## src/hw/io_pkg.sv

```systemverilog
`default_nettype none

package io_pkg;

	// register offsets on the host bus
	localparam logic [7:0] ADDR_P1 = 8'h00;
	localparam logic [7:0] ADDR_SB = 8'h01;
	localparam logic [7:0] ADDR_SC = 8'h02;
	localparam logic [7:0] ADDR_IF = 8'h0f;
	localparam logic [7:0] ADDR_IE = 8'hff;

	// read value for unmapped offsets
	localparam logic [7:0] RD_UNMAPPED = 8'hff;

	// serial shift clock, clk cycles per half period
	localparam int SER_HALF = 4;
	localparam int SER_DIV_W = (SER_HALF > 1) ? $clog2(SER_HALF) : 1;

	// flag bit positions in IF and IE
	localparam int IRQ_SERIAL = 3;
	localparam int IRQ_JOYPAD = 4;

	typedef enum logic [1:0] {
		BUS_IDLE   = 2'd0,
		BUS_ACCESS = 2'd1,
		BUS_ACK    = 2'd2
	} bus_state_t;

	typedef enum logic [2:0] {
		SEL_P1   = 3'd0,
		SEL_SB   = 3'd1,
		SEL_SC   = 3'd2,
		SEL_IF   = 3'd3,
		SEL_IE   = 3'd4,
		SEL_NONE = 3'd7
	} reg_sel_t;

endpackage

`default_nettype wire

```

## src/hw/io_bus_ctrl.sv

```systemverilog
`timescale 1ns/1ps
`default_nettype none

module io_bus_ctrl (
	input  logic       clk,
	input  logic       arst_n,
	input  logic       req,
	input  logic       we,
	input  logic [7:0] addr,
	input  logic [7:0] wdata,
	input  logic [7:0] p1_rdata,
	input  logic [7:0] sb_rdata,
	input  logic [7:0] sc_rdata,
	input  logic [7:0] if_rdata,
	input  logic [7:0] ie_rdata,
	output logic       ack,
	output logic [7:0] rdata,
	output logic       p1_wr,
	output logic       p1_rd,
	output logic       sb_wr,
	output logic       sc_wr,
	output logic       if_wr,
	output logic       ie_wr,
	output logic [7:0] wr_data
);
	import io_pkg::*;

	bus_state_t state;
	bus_state_t state_nxt;
	reg_sel_t   sel;
	logic [7:0] rd_mux;
	logic       access;

	always_comb begin
		case (addr)
			ADDR_P1: sel = SEL_P1;
			ADDR_SB: sel = SEL_SB;
			ADDR_SC: sel = SEL_SC;
			ADDR_IF: sel = SEL_IF;
			ADDR_IE: sel = SEL_IE;
			default: sel = SEL_NONE;
		endcase
	end

	always_comb begin
		state_nxt = state;
		case (state)
			BUS_IDLE:   if (req) state_nxt = BUS_ACCESS;
			BUS_ACCESS: state_nxt = BUS_ACK;
			BUS_ACK:    if (!req) state_nxt = BUS_IDLE; // wait for host to drop req
			default:    state_nxt = BUS_IDLE;
		endcase
	end

	always_ff @(posedge clk or negedge arst_n) begin
		if (!arst_n)
			state <= BUS_IDLE;
		else
			state <= state_nxt;
	end

	assign access = (state == BUS_ACCESS);
	assign ack = (state == BUS_ACK);

	// one-cycle strobes, addressed block only
	assign p1_wr = access && we && (sel == SEL_P1);
	assign p1_rd = access && !we && (sel == SEL_P1);
	assign sb_wr = access && we && (sel == SEL_SB);
	assign sc_wr = access && we && (sel == SEL_SC);
	assign if_wr = access && we && (sel == SEL_IF);
	assign ie_wr = access && we && (sel == SEL_IE);
	assign wr_data = wdata;

	always_comb begin
		case (sel)
			SEL_P1:  rd_mux = p1_rdata;
			SEL_SB:  rd_mux = sb_rdata;
			SEL_SC:  rd_mux = sc_rdata;
			SEL_IF:  rd_mux = if_rdata;
			SEL_IE:  rd_mux = ie_rdata;
			default: rd_mux = RD_UNMAPPED;
		endcase
	end

	always_ff @(posedge clk) begin
		if (access)
			rdata <= rd_mux; // valid with ack
	end

endmodule

`default_nettype wire

```

## src/hw/joypad_port.sv

```systemverilog
`timescale 1ns/1ps
`default_nettype none

module joypad_port (
	input  logic       clk,
	input  logic       arst_n,
	input  logic       p1_wr,
	input  logic       p1_rd,
	input  logic [7:0] wr_data,
	input  logic [7:0] btn_n,
	output logic [7:0] p1_rdata,
	output logic       joy_irq
);

	logic [1:0] sel_q;    // [0] p14 directions, [1] p15 buttons
	logic [7:0] btn_meta;
	logic [7:0] btn_sync;
	logic [3:0] nib;
	logic [3:0] nib_prev;
	logic [3:0] nib_rd;

	// an unselected group reads as released
	assign nib = (btn_sync[3:0] | {4{sel_q[0]}}) & (btn_sync[7:4] | {4{sel_q[1]}});

	always_ff @(posedge clk or negedge arst_n) begin
		if (!arst_n) begin
			sel_q    <= 2'b11;
			btn_meta <= 8'hff;
			btn_sync <= 8'hff;
			nib_prev <= 4'hf;
			joy_irq  <= 1'b0;
		end else begin
			if (p1_wr)
				sel_q <= wr_data[5:4];
			btn_meta <= btn_n;
			btn_sync <= btn_meta;
			nib_prev <= nib;
			joy_irq  <= |(nib_prev & ~nib); // any line going low
		end
	end

	// pins latched on read, held afterwards
	always_ff @(posedge clk) begin
		if (p1_rd)
			nib_rd <= nib;
	end

	assign p1_rdata = {2'b11, sel_q, p1_rd ? nib : nib_rd};

endmodule

`default_nettype wire

```

## src/hw/serial_port.sv

```systemverilog
`timescale 1ns/1ps
`default_nettype none

module serial_port (
	input  logic       clk,
	input  logic       arst_n,
	input  logic       sb_wr,
	input  logic       sc_wr,
	input  logic [7:0] wr_data,
	input  logic       sin,
	output logic [7:0] sb_rdata,
	output logic [7:0] sc_rdata,
	output logic       sout,
	output logic       sclk,
	output logic       ser_irq
);
	import io_pkg::*;

	logic [7:0]           sb;
	logic                 active;
	logic [SER_DIV_W-1:0] div;
	logic [2:0]           bit_cnt;
	logic                 half_done;
	logic                 rise;
	logic                 fall;
	logic                 last_bit;

	assign half_done = active && (div == SER_DIV_W'(SER_HALF - 1));
	assign fall = half_done && sclk;
	assign rise = half_done && !sclk;
	assign last_bit = rise && (bit_cnt == 3'd7);

	always_ff @(posedge clk or negedge arst_n) begin
		if (!arst_n) begin
			active  <= 1'b0;
			div     <= '0;
			bit_cnt <= 3'd0;
			sclk    <= 1'b1;
			sout    <= 1'b1;
			ser_irq <= 1'b0;
		end else begin
			ser_irq <= 1'b0;
			if (!active) begin
				if (sc_wr && wr_data[7]) begin // start, internal clock only
					active  <= 1'b1;
					div     <= '0;
					bit_cnt <= 3'd0;
				end
			end else begin
				if (half_done)
					div <= '0;
				else
					div <= div + 1'b1;
				if (half_done)
					sclk <= ~sclk;
				if (fall)
					sout <= sb[7];
				if (rise)
					bit_cnt <= bit_cnt + 3'd1;
				if (last_bit) begin
					active  <= 1'b0;
					sout    <= 1'b1; // line idles high
					ser_irq <= 1'b1;
				end
			end
		end
	end

	// host writes only land while idle
	always_ff @(posedge clk) begin
		if (rise)
			sb <= {sb[6:0], sin};
		else if (sb_wr && !active)
			sb <= wr_data;
	end

	assign sb_rdata = sb;
	assign sc_rdata = {active, 7'h7f};

endmodule

`default_nettype wire

```

## src/hw/int_flags.sv

```systemverilog
`timescale 1ns/1ps
`default_nettype none

module int_flags (
	input  logic       clk,
	input  logic       arst_n,
	input  logic       if_wr,
	input  logic       ie_wr,
	input  logic [7:0] wr_data,
	input  logic       joy_irq,
	input  logic       ser_irq,
	output logic [7:0] if_rdata,
	output logic [7:0] ie_rdata,
	output logic       irq
);
	import io_pkg::*;

	logic flag_joy;
	logic flag_ser;
	logic [7:0] ie;

	always_ff @(posedge clk or negedge arst_n) begin
		if (!arst_n) begin
			flag_joy <= 1'b0;
			flag_ser <= 1'b0;
			ie       <= 8'h00;
		end else begin
			// set pulse beats a host clear
			flag_joy <= joy_irq | (if_wr ? wr_data[IRQ_JOYPAD] : flag_joy);
			flag_ser <= ser_irq | (if_wr ? wr_data[IRQ_SERIAL] : flag_ser);
			if (ie_wr)
				ie <= wr_data;
		end
	end

	assign if_rdata = {3'b111, flag_joy, flag_ser, 3'b000};
	assign ie_rdata = ie;
	assign irq = (flag_joy && ie[IRQ_JOYPAD]) || (flag_ser && ie[IRQ_SERIAL]);

endmodule

`default_nettype wire

```

## src/hw/io_top.sv

```systemverilog
`timescale 1ns/1ps
`default_nettype none

module io_top (
	input  logic       clk,
	input  logic       arst_n,
	input  logic       req,
	input  logic       we,
	input  logic [7:0] addr,
	input  logic [7:0] wdata,
	input  logic [7:0] btn_n,
	input  logic       sin,
	output logic       ack,
	output logic [7:0] rdata,
	output logic       sout,
	output logic       sclk,
	output logic       irq
);

	logic [7:0] p1_rdata;
	logic [7:0] sb_rdata;
	logic [7:0] sc_rdata;
	logic [7:0] if_rdata;
	logic [7:0] ie_rdata;
	logic       p1_wr;
	logic       p1_rd;
	logic       sb_wr;
	logic       sc_wr;
	logic       if_wr;
	logic       ie_wr;
	logic [7:0] wr_data;
	logic       joy_irq;
	logic       ser_irq;

	io_bus_ctrl u_bus_ctrl (
		.clk      (clk),
		.arst_n   (arst_n),
		.req      (req),
		.we       (we),
		.addr     (addr),
		.wdata    (wdata),
		.p1_rdata (p1_rdata),
		.sb_rdata (sb_rdata),
		.sc_rdata (sc_rdata),
		.if_rdata (if_rdata),
		.ie_rdata (ie_rdata),
		.ack      (ack),
		.rdata    (rdata),
		.p1_wr    (p1_wr),
		.p1_rd    (p1_rd),
		.sb_wr    (sb_wr),
		.sc_wr    (sc_wr),
		.if_wr    (if_wr),
		.ie_wr    (ie_wr),
		.wr_data  (wr_data)
	);

	joypad_port u_joypad (
		.clk      (clk),
		.arst_n   (arst_n),
		.p1_wr    (p1_wr),
		.p1_rd    (p1_rd),
		.wr_data  (wr_data),
		.btn_n    (btn_n),
		.p1_rdata (p1_rdata),
		.joy_irq  (joy_irq)
	);

	serial_port u_serial (
		.clk      (clk),
		.arst_n   (arst_n),
		.sb_wr    (sb_wr),
		.sc_wr    (sc_wr),
		.wr_data  (wr_data),
		.sin      (sin),
		.sb_rdata (sb_rdata),
		.sc_rdata (sc_rdata),
		.sout     (sout),
		.sclk     (sclk),
		.ser_irq  (ser_irq)
	);

	int_flags u_int_flags (
		.clk      (clk),
		.arst_n   (arst_n),
		.if_wr    (if_wr),
		.ie_wr    (ie_wr),
		.wr_data  (wr_data),
		.joy_irq  (joy_irq),
		.ser_irq  (ser_irq),
		.if_rdata (if_rdata),
		.ie_rdata (ie_rdata),
		.irq      (irq)
	);

endmodule

`default_nettype wire

```

## config.mk

```make
export PLATFORM = sky130hd
export DESIGN_NAME = io_top
export DESIGN_NICKNAME = d
export VERILOG_FILES = /design/src/hw/io_pkg.sv /design/src/hw/io_bus_ctrl.sv /design/src/hw/joypad_port.sv /design/src/hw/serial_port.sv /design/src/hw/int_flags.sv /design/src/hw/io_top.sv
export SDC_FILE = /design/constraint.sdc
export NUM_CORES = 1
export LEC_CHECK = 0
export ABC_AREA = 1
export BUFFER_PORTS_ARGS = -buffer_cell sky130_fd_sc_hd__buf_2
export CORE_MARGIN = 4
export CORE_UTILIZATION = 62
export CTS_CLUSTER_SIZE = 30
export DETAILED_ROUTE_END_ITERATION = 10
export GPL_TIMING_DRIVEN = 0
export MAX_ROUTING_LAYER = met4
export PLACE_DENSITY = 0.95
export SLEW_MARGIN = 20
export SYNTH_ARGS = -nofsm -noshare
export SYNTH_HDL_FRONTEND = slang
export SYNTH_HIERARCHICAL = 1
export SYNTH_SLANG_ARGS = --single-unit
```

## constraint.sdc

```tcl
create_clock -name clk -period 4.3 [get_ports clk]
set_input_delay 1.075 -clock clk [delete_from_list [all_inputs] [get_ports clk]]
set_output_delay 1.075 -clock clk [all_outputs]
set_load 0.02 [all_outputs]
```

Word level (Yosys, flattened, before mapping). Cells that the tools add are included.

Bits in registers: 64. Bits of input ports: 29. Output and inout port bits: 12. Word-level logic and storage cells: 97.

$add $sub $neg: 2. Eq/ne operators: 15. Multiplexer cells: 23. Bitwise gates (word level): 8. Reduce and logical (&&, ||, !) cells: 31.

Operators by type and width (number): 8-bit case mux with 5 select lines (1); 1-bit logical AND (16); 8-bit 2-to-1 mux (2); 3-bit case mux with 5 select lines (1); 2-bit 2-to-1 mux (5); 1-bit 2-to-1 mux (9); 3-bit 2-to-1 mux (3); 4-bit bitwise AND (2); 8-bit by 1-bit equality test with 1-bit output (second input constant) (1); 8-bit by 2-bit equality test with 1-bit output (second input constant) (1); 8-bit by 4-bit equality test with 1-bit output (second input constant) (1); 8-bit equality test (second input constant) (1); 8-bit zero test (1); 4-bit OR (2); 2-bit AND reduction (4); 3-bit by 2-bit equality test with 1-bit output (second input constant) (2); 3-bit equality test (second input constant) (2); 2-bit != test (second input constant) (3); 2-bit case mux with 3 select lines (1); 2-bit nonzero test (3); 2-bit equality test (second input constant) (2); 4-bit 2-to-1 mux (1); 4-bit NOT (1); 4-bit OR reduction (1); 10 further kinds (13).

Depth between registers and ports, before layout. Gate-level depths: netlist of run 1.

Depth after elaboration: 7. Gate-level depth with buffers: 10. Mapped depth without buffers: 10.

Cells and area by module. Netlist of run 1, hierarchy kept.

By module, submodules not included: io_bus_ctrl (times used 1, cells each 143, area an instance 1028.5 um^2, seq. area each 290.3 um^2); joypad_port (times used 1, cells each 78, area an instance 897.1 um^2, seq. area each 683.2 um^2); serial_port (times used 1, cells each 96, area an instance 850.8 um^2, seq. area each 467.9 um^2); int_flags (times used 1, cells each 57, area an instance 476.7 um^2, seq. area each 250.2 um^2).

Least setup slack after synthesis of run 1. No wires, ideal clock.

Kind: input to register. Start: in addr[5]. End: reg u_bus_ctrl.rdata[0] (data pin). Library setup time: 261 ps. Arrival time: 2060 ps. Data required time: 4039 ps. Setup slack: 1979 ps. Stages on the path: 10. Buffers on the path: 0. Path through: nor2_1 > nand2_4 > inv_4 > nand2_4 > nor3_1 > inv_1 > nand2_1 > o21ai_0 > nand2_1 > nand3_2.

Cells in the longest elaborated chain, start to end: 6. Elaborated cells between the ends (all ways): 14. Classes of those cells: 8 x eq/ne; 3 x mux; 3 x reduce/logical.

RTL lines: from (decl) (RTL line io_top.sv:9) `input logic [7:0] addr,`; 8-bit equality test, or another cell as far along (RTL line io_bus_ctrl.sv:35) `case (addr)`; 3-bit case mux with 5 select lines (*) (RTL line io_bus_ctrl.sv:35); 3-bit zero test (*) (RTL line io_bus_ctrl.sv:67) `assign p1_rd = access && !we && (sel == SEL_P1);`; 1-bit logical AND (*) (RTL line io_bus_ctrl.sv:67); named net p1_rd (RTL line io_top.sv:26) `logic p1_rd;`; 4-bit 2-to-1 mux (*) (RTL line joypad_port.sv:48) `assign p1_rdata = {2'b11, sel_q, p1_rd ? nib : nib_rd};`; named net p1_rdata[0] (RTL line io_top.sv:20) `logic [7:0] p1_rdata;`; 8-bit case mux with 5 select lines (*) (RTL line io_bus_ctrl.sv:75) `case (sel)`; named net u_bus_ctrl.rd_mux[0] (RTL line io_bus_ctrl.sv:31) `logic [7:0] rd_mux;`; to (signal assigned) (RTL line io_bus_ctrl.sv:87) `rdata <= rd_mux;`; to (decl) (RTL line io_bus_ctrl.sv:17) `output logic [7:0] rdata,`.

The timed path passes the listed nets; every way through them passes the cells marked *. A chain may end at the register's enable or synchronous reset.

Worst setup path after layout of run 1.
Start: reg u_bus_ctrl.state[1]. End: reg u_int_flags.ie[3] (netlist: u_int_flags/ie_rdata[3]).

Cells in the longest elaborated chain, start to end: 3.

RTL lines: from (decl) (RTL line io_bus_ctrl.sv:28) `bus_state_t state;`; from (signal assigned) (RTL line io_bus_ctrl.sv:59) `state <= state_nxt;`; 2-bit by 1-bit equality test with 1-bit output (RTL line io_bus_ctrl.sv:62) `assign access = (state == BUS_ACCESS);`; 1-bit logical AND (2 in series) (RTL line io_bus_ctrl.sv:71) `assign ie_wr = access && we && (sel == SEL_IE);`; named net ie_wr (RTL line io_top.sv:30) `logic ie_wr;`; to (signal assigned) (RTL line int_flags.sv:32) `ie <= wr_data;`; to (decl) (RTL line int_flags.sv:20) `logic [7:0] ie;`.

The timed path passes the listed nets, and every way through them passes these cells.

==> run metrics, run 1 <==
first-pass GRT wire length 10.79 mm; post-route insts no fill 503; top cell type's share of synthesized area 19.38%; fin util 74.08%; Setup Viol. Count Final 0; largest net degree at the start of global routing 45; Synth top cells by count 119 x nand2_1, 39 x inv_1, 34 x nand3_1, 26 x buf_4, 24 x dfstp_2; latest clock arrival within the worst-skew pair 330 ps; Seq/Total Area, Yosys ~52%; fmax 406.9 MHz; worst endpoint required time 4530 ps; Starting DRT DRC Count about 160; YS warnings 6; synth unique cells 28; total global routing overflow 0; syn_area_per_cell 8.698 µm²; Lkg Pwr 1.859 nW; Layout Nets 460; antenna violations before repair 0; total negative slack 0 ps; area delta synth->final 16.31%; Sequential Power Share 47.5%; total CTS buffers 9; largest cells by area after synthesis dfstp_2 19%, dfrtp_1 15%, edfxtp_1 15%, nand2_1 14%, buf_4 6.0%; sequential cell area between 0.0015 and 0.002 mm²; sw frac roughly a quarter; FFs w/ async S/R, synth between 60% and 70%; cell area after placement 0.003542 mm²; drt wl/cell 12.72 µm; core area 0.005107 mm²; Die Y 80.44 µm; Post-route DRC 0; post-synthesis cell area 0.003253 mm²; FP Rows 26; I/O Buffers 32; cells along the critical path nor2_1, nand2_1, nor3_1, buf_6, nand2_1, o21ai_0; status completed; unrepaired setup endpoints after global routing no; Slew @ Worst Pin 922.2 ps; routed wire length 6.400 mm; initial core utilization 63.69%; Die W 80.44 µm; pre-CTS setup slack about 1700 ps; post-detail-place hpwl 4.760 mm; Combinational Power Share 14.5%; Post CTS Setup Buffer Count 0; diodes inserted 0; PwrDens ~410 mW/mm²; IO Pins 41; Switch Pwr 0.4022 mW; vias in the first global route 2,441; H-tree levels 3; # resized after CTS 0; EDFF count, synth 16; Multi-input gate area 0.001167 mm²; Finished Cell Area 0.003784 mm²; vias around 2,500; gr usage total 22.94%; clock sink count 64; Critical Path Start Type flop; endpoint class of the critical path flop; CP dominant cell by count nand2_1; dominant cell type by area after synthesis dfstp_2; GP Congestion 0.8856; synthesized instance count 374; worst min path class flop to flop; number of fill cells between 300 and 400; Final WS setup 1843 ps; Clk pwr share 38.0%; post-synthesis register bit count 64; critical path's slowest cell nor3_1; clk slew on worst S/H paths 80 ps; # Max-Cap Violations 0; min Tclk post-route 2457 ps; clock skew 12.87 ps; crit share post-route a little under three fifths; Internal 1.140 mW; CTS tree built; CTS Root Cell clkbuf_8; Slew Viols, Final 0; fraction of layout cells with a size suffix above 1 32.33%; CP arrival between 2000 and 3000 ps; worst setup path class flop to flop; crit-path max FO 10; die area 0.006470 mm²; crit path buf inv count 1; slowest stage delay, CP roughly 770 ps; Worst VDD drop about 400 µV; clk buf depth 2; count leader, synth nand2_1; antenna-violating nets left 0; endpoints failing hold 0; Slew HR 38.05%; hold-fix buffers at CTS 0; main flop type after synthesis dfstp_2; top cell family by delay on the critical path simple AND/OR/NAND/NOR gates; 1st-pass router iterations 5; DR vias/cell 4.897; dpl cells 487
## logic make-up (layout without fill, tap and decap cells)
family | after synthesis | after routing | share of synthesized area (%)
AO/OA/AOI/OAI | 17 | 17 | 2.615
adder cells (fa/ha/maj) | 3 | 3 | 1.154
buffers and inverters | 80 | 128 | 13.38
flip-flops | 64 | 64 | 52.00
other | 4 | 15 | 0.4614
AND/OR/NAND/NOR | 206 | 206 | 30.38
## worst paths after layout
| path | cells past startpoint | startpoint | slack, ps | end |
|---|---|---|---|---|
| worst max register to register | 6 | u_bus_ctrl/state[1] | 1840 | u_int_flags/ie_rdata[3] |
| worst min-delay path | 0 | u_joypad/btn_meta[3] | 360 | u_joypad/btn_sync[3] |
| max in group asynchronous | 1 | arst_n | 2860 | u_serial/bit_cnt[2] |
| worst max-delay path | 6 | u_bus_ctrl/state[1] | 1840 | u_int_flags/ie_rdata[3] |
| worst min register to register | 0 | u_joypad/btn_meta[3] | 360 | u_joypad/btn_sync[3] |
| min in group asynchronous | 1 | arst_n | 870 | u_bus_ctrl/state[0] |
## cell type report
| cell class | instances | area share (%) |
|---|---|---|
| plain buffers | 31 | 6.581 |
| clock buffers | 12 | 4.960 |
| clock inverters | 4 | 1.422 |
| inverters | 49 | 4.927 |
| multi-input cells | 241 | 30.85 |
| flip-flops and latches | 64 | 44.71 |
| well taps | 70 | 2.315 |
| repair buffers | 32 | 4.233 |
## routing by layer
layer  vias up  wire length, µm  GRT usage (%)
li1       1229                -              -
met3        19              435          5.830
met2        96             3184          36.42
met5         -                0              -
met4         0              227          11.82
met1      1119             2553          27.06
## metrics by stage
step                      total power, mW  hold slack [ps]
after floorplan                    0.8980            345.2
after global placement             0.9501            345.6
after detailed placement           0.9670            347.3
after CTS                           1.555            356.6
after global routing                1.631            359.9
final                               1.542            355.7
## flip-flops by register name, indices dropped and copies added, names as in the netlist, 2 cells and up
| register | cells |
|---|---|
| u_serial/div | 2 |
| u_bus_ctrl/rdata | 8 |
| u_int_flags/ie_rdata | 8 |
| u_joypad/nib_rd | 4 |
| u_joypad/sel_q | 2 |
| u_serial/sb_rdata | 8 |
| u_bus_ctrl/state | 2 |
| u_joypad/btn_sync | 8 |
| u_joypad/btn_meta | 8 |
| u_serial/bit_cnt | 3 |
| u_joypad/nib_prev | 4 |
## power by group through the flow
stage	Clock, mW	Combinational (mW)	Sequential (mW)
final	0.586	0.223	0.733
after global routing	0.635	0.259	0.737
after CTS	0.597	0.225	0.732
after detailed placement	0	0.224	0.743
after global placement	0	0.214	0.736
after floorplan	0	0.151	0.747
## placed cells by master (no fill, tap or decap), types with 10 or more instances in the layout
cell type  count
nand2_1      119
inv_1         39
nand3_1       34
buf_2         33
buf_4         26
dfstp_2       24
dfrtp_1       20
nor2_1        19
edfxtp_1      16
o21ai_0       15
conb_1        15
clkbuf_8      10
(Power assumes the default switching activity.)
==> run 2, diff against run 1 <==
Settings changed: CORE_UTILIZATION 62 to 58, PLACE_DENSITY 0.95 to 0.91.
Clock period 4.3 ns to 2.41 ns, I/O delays scaled along.
==> run metrics, run 2 (synthesis results as in run 1) <==
status completed; GP Congestion 0.8384 (-5.3%); fraction of layout cells with a size suffix above 1 32.56% (+0.23 points); crit-path max FO 10 (unchanged); CTS Root Cell clkbuf_8; vias in the first global route 2,445 (+0.16%); largest net degree at the start of global routing 45 (unchanged); initial core utilization 59.44% (-4.3 points); diodes inserted 0 (unchanged); Layout Nets 460 (unchanged); Setup Viol. Count Final 0 (unchanged); clk buf depth 2 (unchanged); Starting DRT DRC Count 110 (-29%); Finished Cell Area 0.003714 mm² (-1.9%); dpl cells 489 (+0.41%); CP arrival 2000 ps (-690 ps); H-tree levels 3 (unchanged); vias 2,474 (+0.45%); post-route insts no fill 505 (+0.40%); worst setup path class flop to flop; DR vias/cell 4.899 (about the same); FP Rows 27 (+3.8%); die area 0.006871 mm² (+6.2%); routed wire length 6.340 mm (-0.94%); core area 0.005473 mm² (+7.2%); unrepaired setup endpoints after global routing no; worst endpoint required time 2410 ps (-2120 ps); Post-route DRC 0 (unchanged); Lkg Pwr 1.826 nW (-1.8%); antenna-violating nets left 0 (unchanged); PwrDens 668.6 mW/mm² (+64%); gr usage total 20.55% (-2.4 points); most frequent cells in the layout 119 x nand2_1, 39 x inv_1, 34 x nand3_1; Die Y 82.89 µm (+3.1%); Critical Path Start Type flop; FF-to-FF Start u_bus_ctrl/state[1]; IO Pins 41 (unchanged); fmax 499.2 MHz (+23%); # Max-Cap Violations 0 (unchanged); Slew HR 38.89% (+0.85 points); min Tclk post-route 2003 ps (-454.1 ps); worst min path class flop to flop; endpoints failing hold 0 (unchanged); cell area after placement 0.003545 mm² (about the same); I/O Buffers 32 (unchanged); total negative slack 0 ps (unchanged); hold_sp u_joypad/btn_meta[5]; 1st-pass router iterations 4 (-1); clock skew 12.53 ps (-0.3432 ps); Slew @ Worst Pin 916.6 ps (-5.610 ps); total global routing overflow 0 (unchanged); Worst VDD drop 509.2 µV (+25%); first-pass GRT wire length 10.94 mm (+1.3%); post-detail-place hpwl 4.607 mm (-3.2%); clk slew on worst S/H paths 80 ps (about the same); commonest non-fill, non-tap cell in the layout nand2_1; Crit. Startpoint u_bus_ctrl/state[1]; area delta synth->final 14.15%; endpoint class of the critical path flop; CTS tree built; Die W 82.89 µm (+3.1%); antenna violations before repair 0 (unchanged); crit share post-route 83.13% (+26 points); latest clock arrival within the worst-skew pair 340 ps (about the same); total CTS buffers 9 (unchanged); fin util 67.86% (-6.2 points); drt wl/cell 12.55 µm (-1.3%); hold-fix buffers at CTS 0 (unchanged); Slew Viols, Final 0 (unchanged); clock sink count 64 (unchanged)
-- run 2: cell count changes in the layout (fill, tap and decap cells not counted), sizes merged --
cell | before | now
clkbuf | 12 | 10
clkinv | 2 | 4
bufinv | 1 | 0
inv | 50 | 51
-- run 2: cell type report --
class / instances / area (µm²)
flip-flops and latches: 64 / 1692
multi-input cells: 241 / 1175
clock buffers: 10 / 127.6
clock inverters: 6 / 33.78
repair buffers: 32 / 160.2
well taps: 72 / 90.09
fillers: 412 / 1759
inverters: 49 / 186.4
plain buffers: 31 / 249.0
-- run 2: report_power, final --
part	internal (mW)	total (mW)	switching, mW
Clock	0.369	0.771	0.402
Combinational	0.154	0.405	0.251
Sequential	1.24	1.31	0.0628
Total	1.77	2.48	0.716
-- run 2: worst max-delay path, cell delays in order (launching register included) --
cell and delay [ps]:
dfrtp_1 410, nor2_2 370, nand2_1 240, nor3_1 270, nand2_1 90, nand2_1 280
-- run 2: what timing repair did --
item                       in CTS  in global routing
buffers inserted                0                  0
gates resized for setup         1                  1
setup endpoints to repair       4                  2
-- run 2: stage by stage --
stage                     hold WS (ps)  power (mW)  setup slack, ps
after floorplan                  306.9       1.602            561.6
after global placement           345.7       1.697            73.15
after detailed placement         347.8       1.723           -10.19
after CTS                        345.0       2.500            178.0
after global routing             330.8       2.626            260.9
final                            354.0       2.483            406.7
-- run 2: per-layer routing --
layer | part of all wire [%] | vias up | GRT usage [%]
met3 | 6.5 | 14 | 5.952
met4 | 1.9 | 0 | 9.064
li1 | - | 1233 | -
met2 | 51 | 86 | 34.69
met1 | 40 | 1141 | 22.52
met5 | 0 | - | -
-- run 2: path summary, 6_finish.rpt --
check                      cells past startpoint                       to  slack [ps]
setup / recovery                               5     u_serial/sb_rdata[2]         410
hold reg to reg                                0     u_joypad/btn_sync[5]         350
max in group asynchronous                      1  u_int_flags/ie_rdata[2]        1430
min in group asynchronous                      1      u_bus_ctrl/state[1]         390
setup reg to reg                               5     u_serial/sb_rdata[2]         410
hold / removal                                 0     u_joypad/btn_sync[5]         350
==> run 3, diff against run 2 <==
Settings changed: CORE_UTILIZATION 58 to 52, PLACE_DENSITY 0.91 to 0.87.
Clock period 2.41 ns to 1.6 ns, I/O delays scaled along.
==> run metrics, run 3 (synthesis results as in run 1) <==
die area 0.007586 mm² (+10%); Layout Nets 465 (+1.1%); worst setup path class flop to flop; Final WS setup -35.22 ps (-441.9 ps); Slew Viols, Final 0 (unchanged); total negative slack -282.6 ps (-282.6 ps); CTS Root Cell clkbuf_8; vias 2,514 (+1.6%); fraction of layout cells with a size suffix above 1 35.62% (+3.1 points); crit share post-route 102.2% (+19 points); most frequent cells in the layout 117 x nand2_1, 38 x inv_1, 34 x nand3_1; post-detail-place hpwl 4.828 mm (+4.8%); commonest non-fill, non-tap cell in the layout nand2_1; Worst VDD drop 789.1 µV (+55%); Die Y 87.10 µm (+5.1%); Lkg Pwr 1.877 nW (+2.8%); critical path's slowest cell dfrtp_1; PwrDens 1022 mW/mm² (+53%); Setup Viol. Count Final 12 (+12); post-route insts no fill 513 (+1.6%); CP dominant cell by count nand2_1; dpl cells 492 (+0.61%); # Max-Cap Violations 0 (unchanged); min Tclk post-route 1635 ps (-368.1 ps); worst min path class input port to flop; CP arrival 1660 ps (-340 ps); Critical Path Start Type flop; worst endpoint required time 1620 ps (-790 ps); DR vias/cell 4.901 (about the same); clock sink count 64 (unchanged); Slew HR 37.15% (-1.7 points); H-tree levels 3 (unchanged); first-pass GRT wire length 10.92 mm (-0.13%); 1st-pass router iterations 5 (+1); antenna violations before repair 0 (unchanged); endpoint class of the critical path flop; I/O Buffers 32 (unchanged); crit-path max FO 8 (-2); latest clock arrival within the worst-skew pair 330 ps (about the same); clock skew 8.584 ps (-3.947 ps); initial core utilization 54.30% (-5.1 points); cells along the critical path nor2_4, nand2_1, nor3_2, nand2_1, nand2_2; GP Congestion 0.8128 (-3.1%); status complete, but fails checks; total global routing overflow 0 (unchanged); Die W 87.10 µm (+5.1%); FP Rows 28 (+3.7%); cell area after placement 0.003563 mm² (+0.53%); unrepaired setup endpoints after global routing yes; failing checks setup timing; largest net degree at the start of global routing 45 (unchanged); clk slew on worst S/H paths 70 ps (about the same); gr usage total 19.39% (-1.2 points); Slew @ Worst Pin 942.7 ps (+26.14 ps); endpoints failing hold 0 (unchanged); clk buf depth 2 (unchanged); fmax 611.5 MHz (+23%); Post-route DRC 0 (unchanged); Finished Cell Area 0.003817 mm² (+2.8%); total CTS buffers 9 (unchanged); Tot Pwr 3.900 mW (+57%); vias in the first global route 2,532 (+3.6%); pre-CTS setup slack -331.4 ps (-321.3 ps); diodes inserted 0 (unchanged); Starting DRT DRC Count 119 (+8.2%); slowest stage delay, CP 430 ps (+20 ps); area delta synth->final 17.35%; routed wire length 6.561 mm (+3.5%); IO Pins 41 (unchanged); antenna-violating nets left 0 (unchanged); drt wl/cell 12.79 µm (+1.9%); CTS tree built; core area 0.005991 mm² (+9.5%)
==> run 3: metrics by stage <==
stage | hold WS [ps] | util [%]
floorplan | 104.4 | -
global placement | 345.9 | 59.48
detailed placement | 346.8 | 59.48
CTS | 140.5 | 63.03
global route | 137.3 | 63.72
finish | 157.8 | 63.72
==> run 3: area by class of cell <==
| type | count | area [µm²] |
|---|---|---|
| Sequential cell | 64 | 1692 |
| Inverter | 49 | 186.4 |
| Fill cell | 483 | 2173 |
| Timing Repair Buffer | 37 | 200.2 |
| Clock inverter | 6 | 41.29 |
| Tap cell | 75 | 93.84 |
| Multi-Input combinational cell | 241 | 1217 |
| Buffer | 31 | 249.0 |
| Clock buffer | 10 | 137.6 |
==> run 3: power breakdown <==
group          internal, mW  leakage (nW)  switching [mW]
clock                 0.608        0.0974           0.615
sequential             1.87         0.613           0.100
combinational         0.291          1.17           0.412
==> run 3: critical path, delay by kind of cell, from the launching register on <==
kind             cells  cell delay (ps)
and+or+nand+nor      5              890
DFF                  1              430
==> run 3: timing repair <==
action	in CTS	in global routing
hold buffers	0	0
pin swaps	1	6
setup buffers	2	3
endpoints found under the setup margin	28	28
gates resized for setup	5	9
==> run 3: final timing paths <==
kind                                         to  slack (ps)                 start  depth (start not counted)
setup / recovery           u_serial/sb_rdata[0]         -40   u_bus_ctrl/state[1]                          5
hold / removal             u_joypad/btn_meta[1]         160              btn_n[1]                          1
setup reg to reg           u_serial/sb_rdata[0]         -40   u_bus_ctrl/state[1]                          5
hold reg to reg            u_joypad/btn_sync[6]         350  u_joypad/btn_meta[6]                          0
max in group asynchronous   u_serial/bit_cnt[0]         800                arst_n                          1
min in group asynchronous   u_bus_ctrl/state[0]         210                arst_n                          1
==> run 3: routing by layer <==
layer,share of wire (%),up-vias,track usage [%]
li1,-,1251,-
met1,40,1171,22.38
met2,50,76,31.61
met3,6.9,16,4.541
met4,3.0,0,9.763
met5,0,-,-
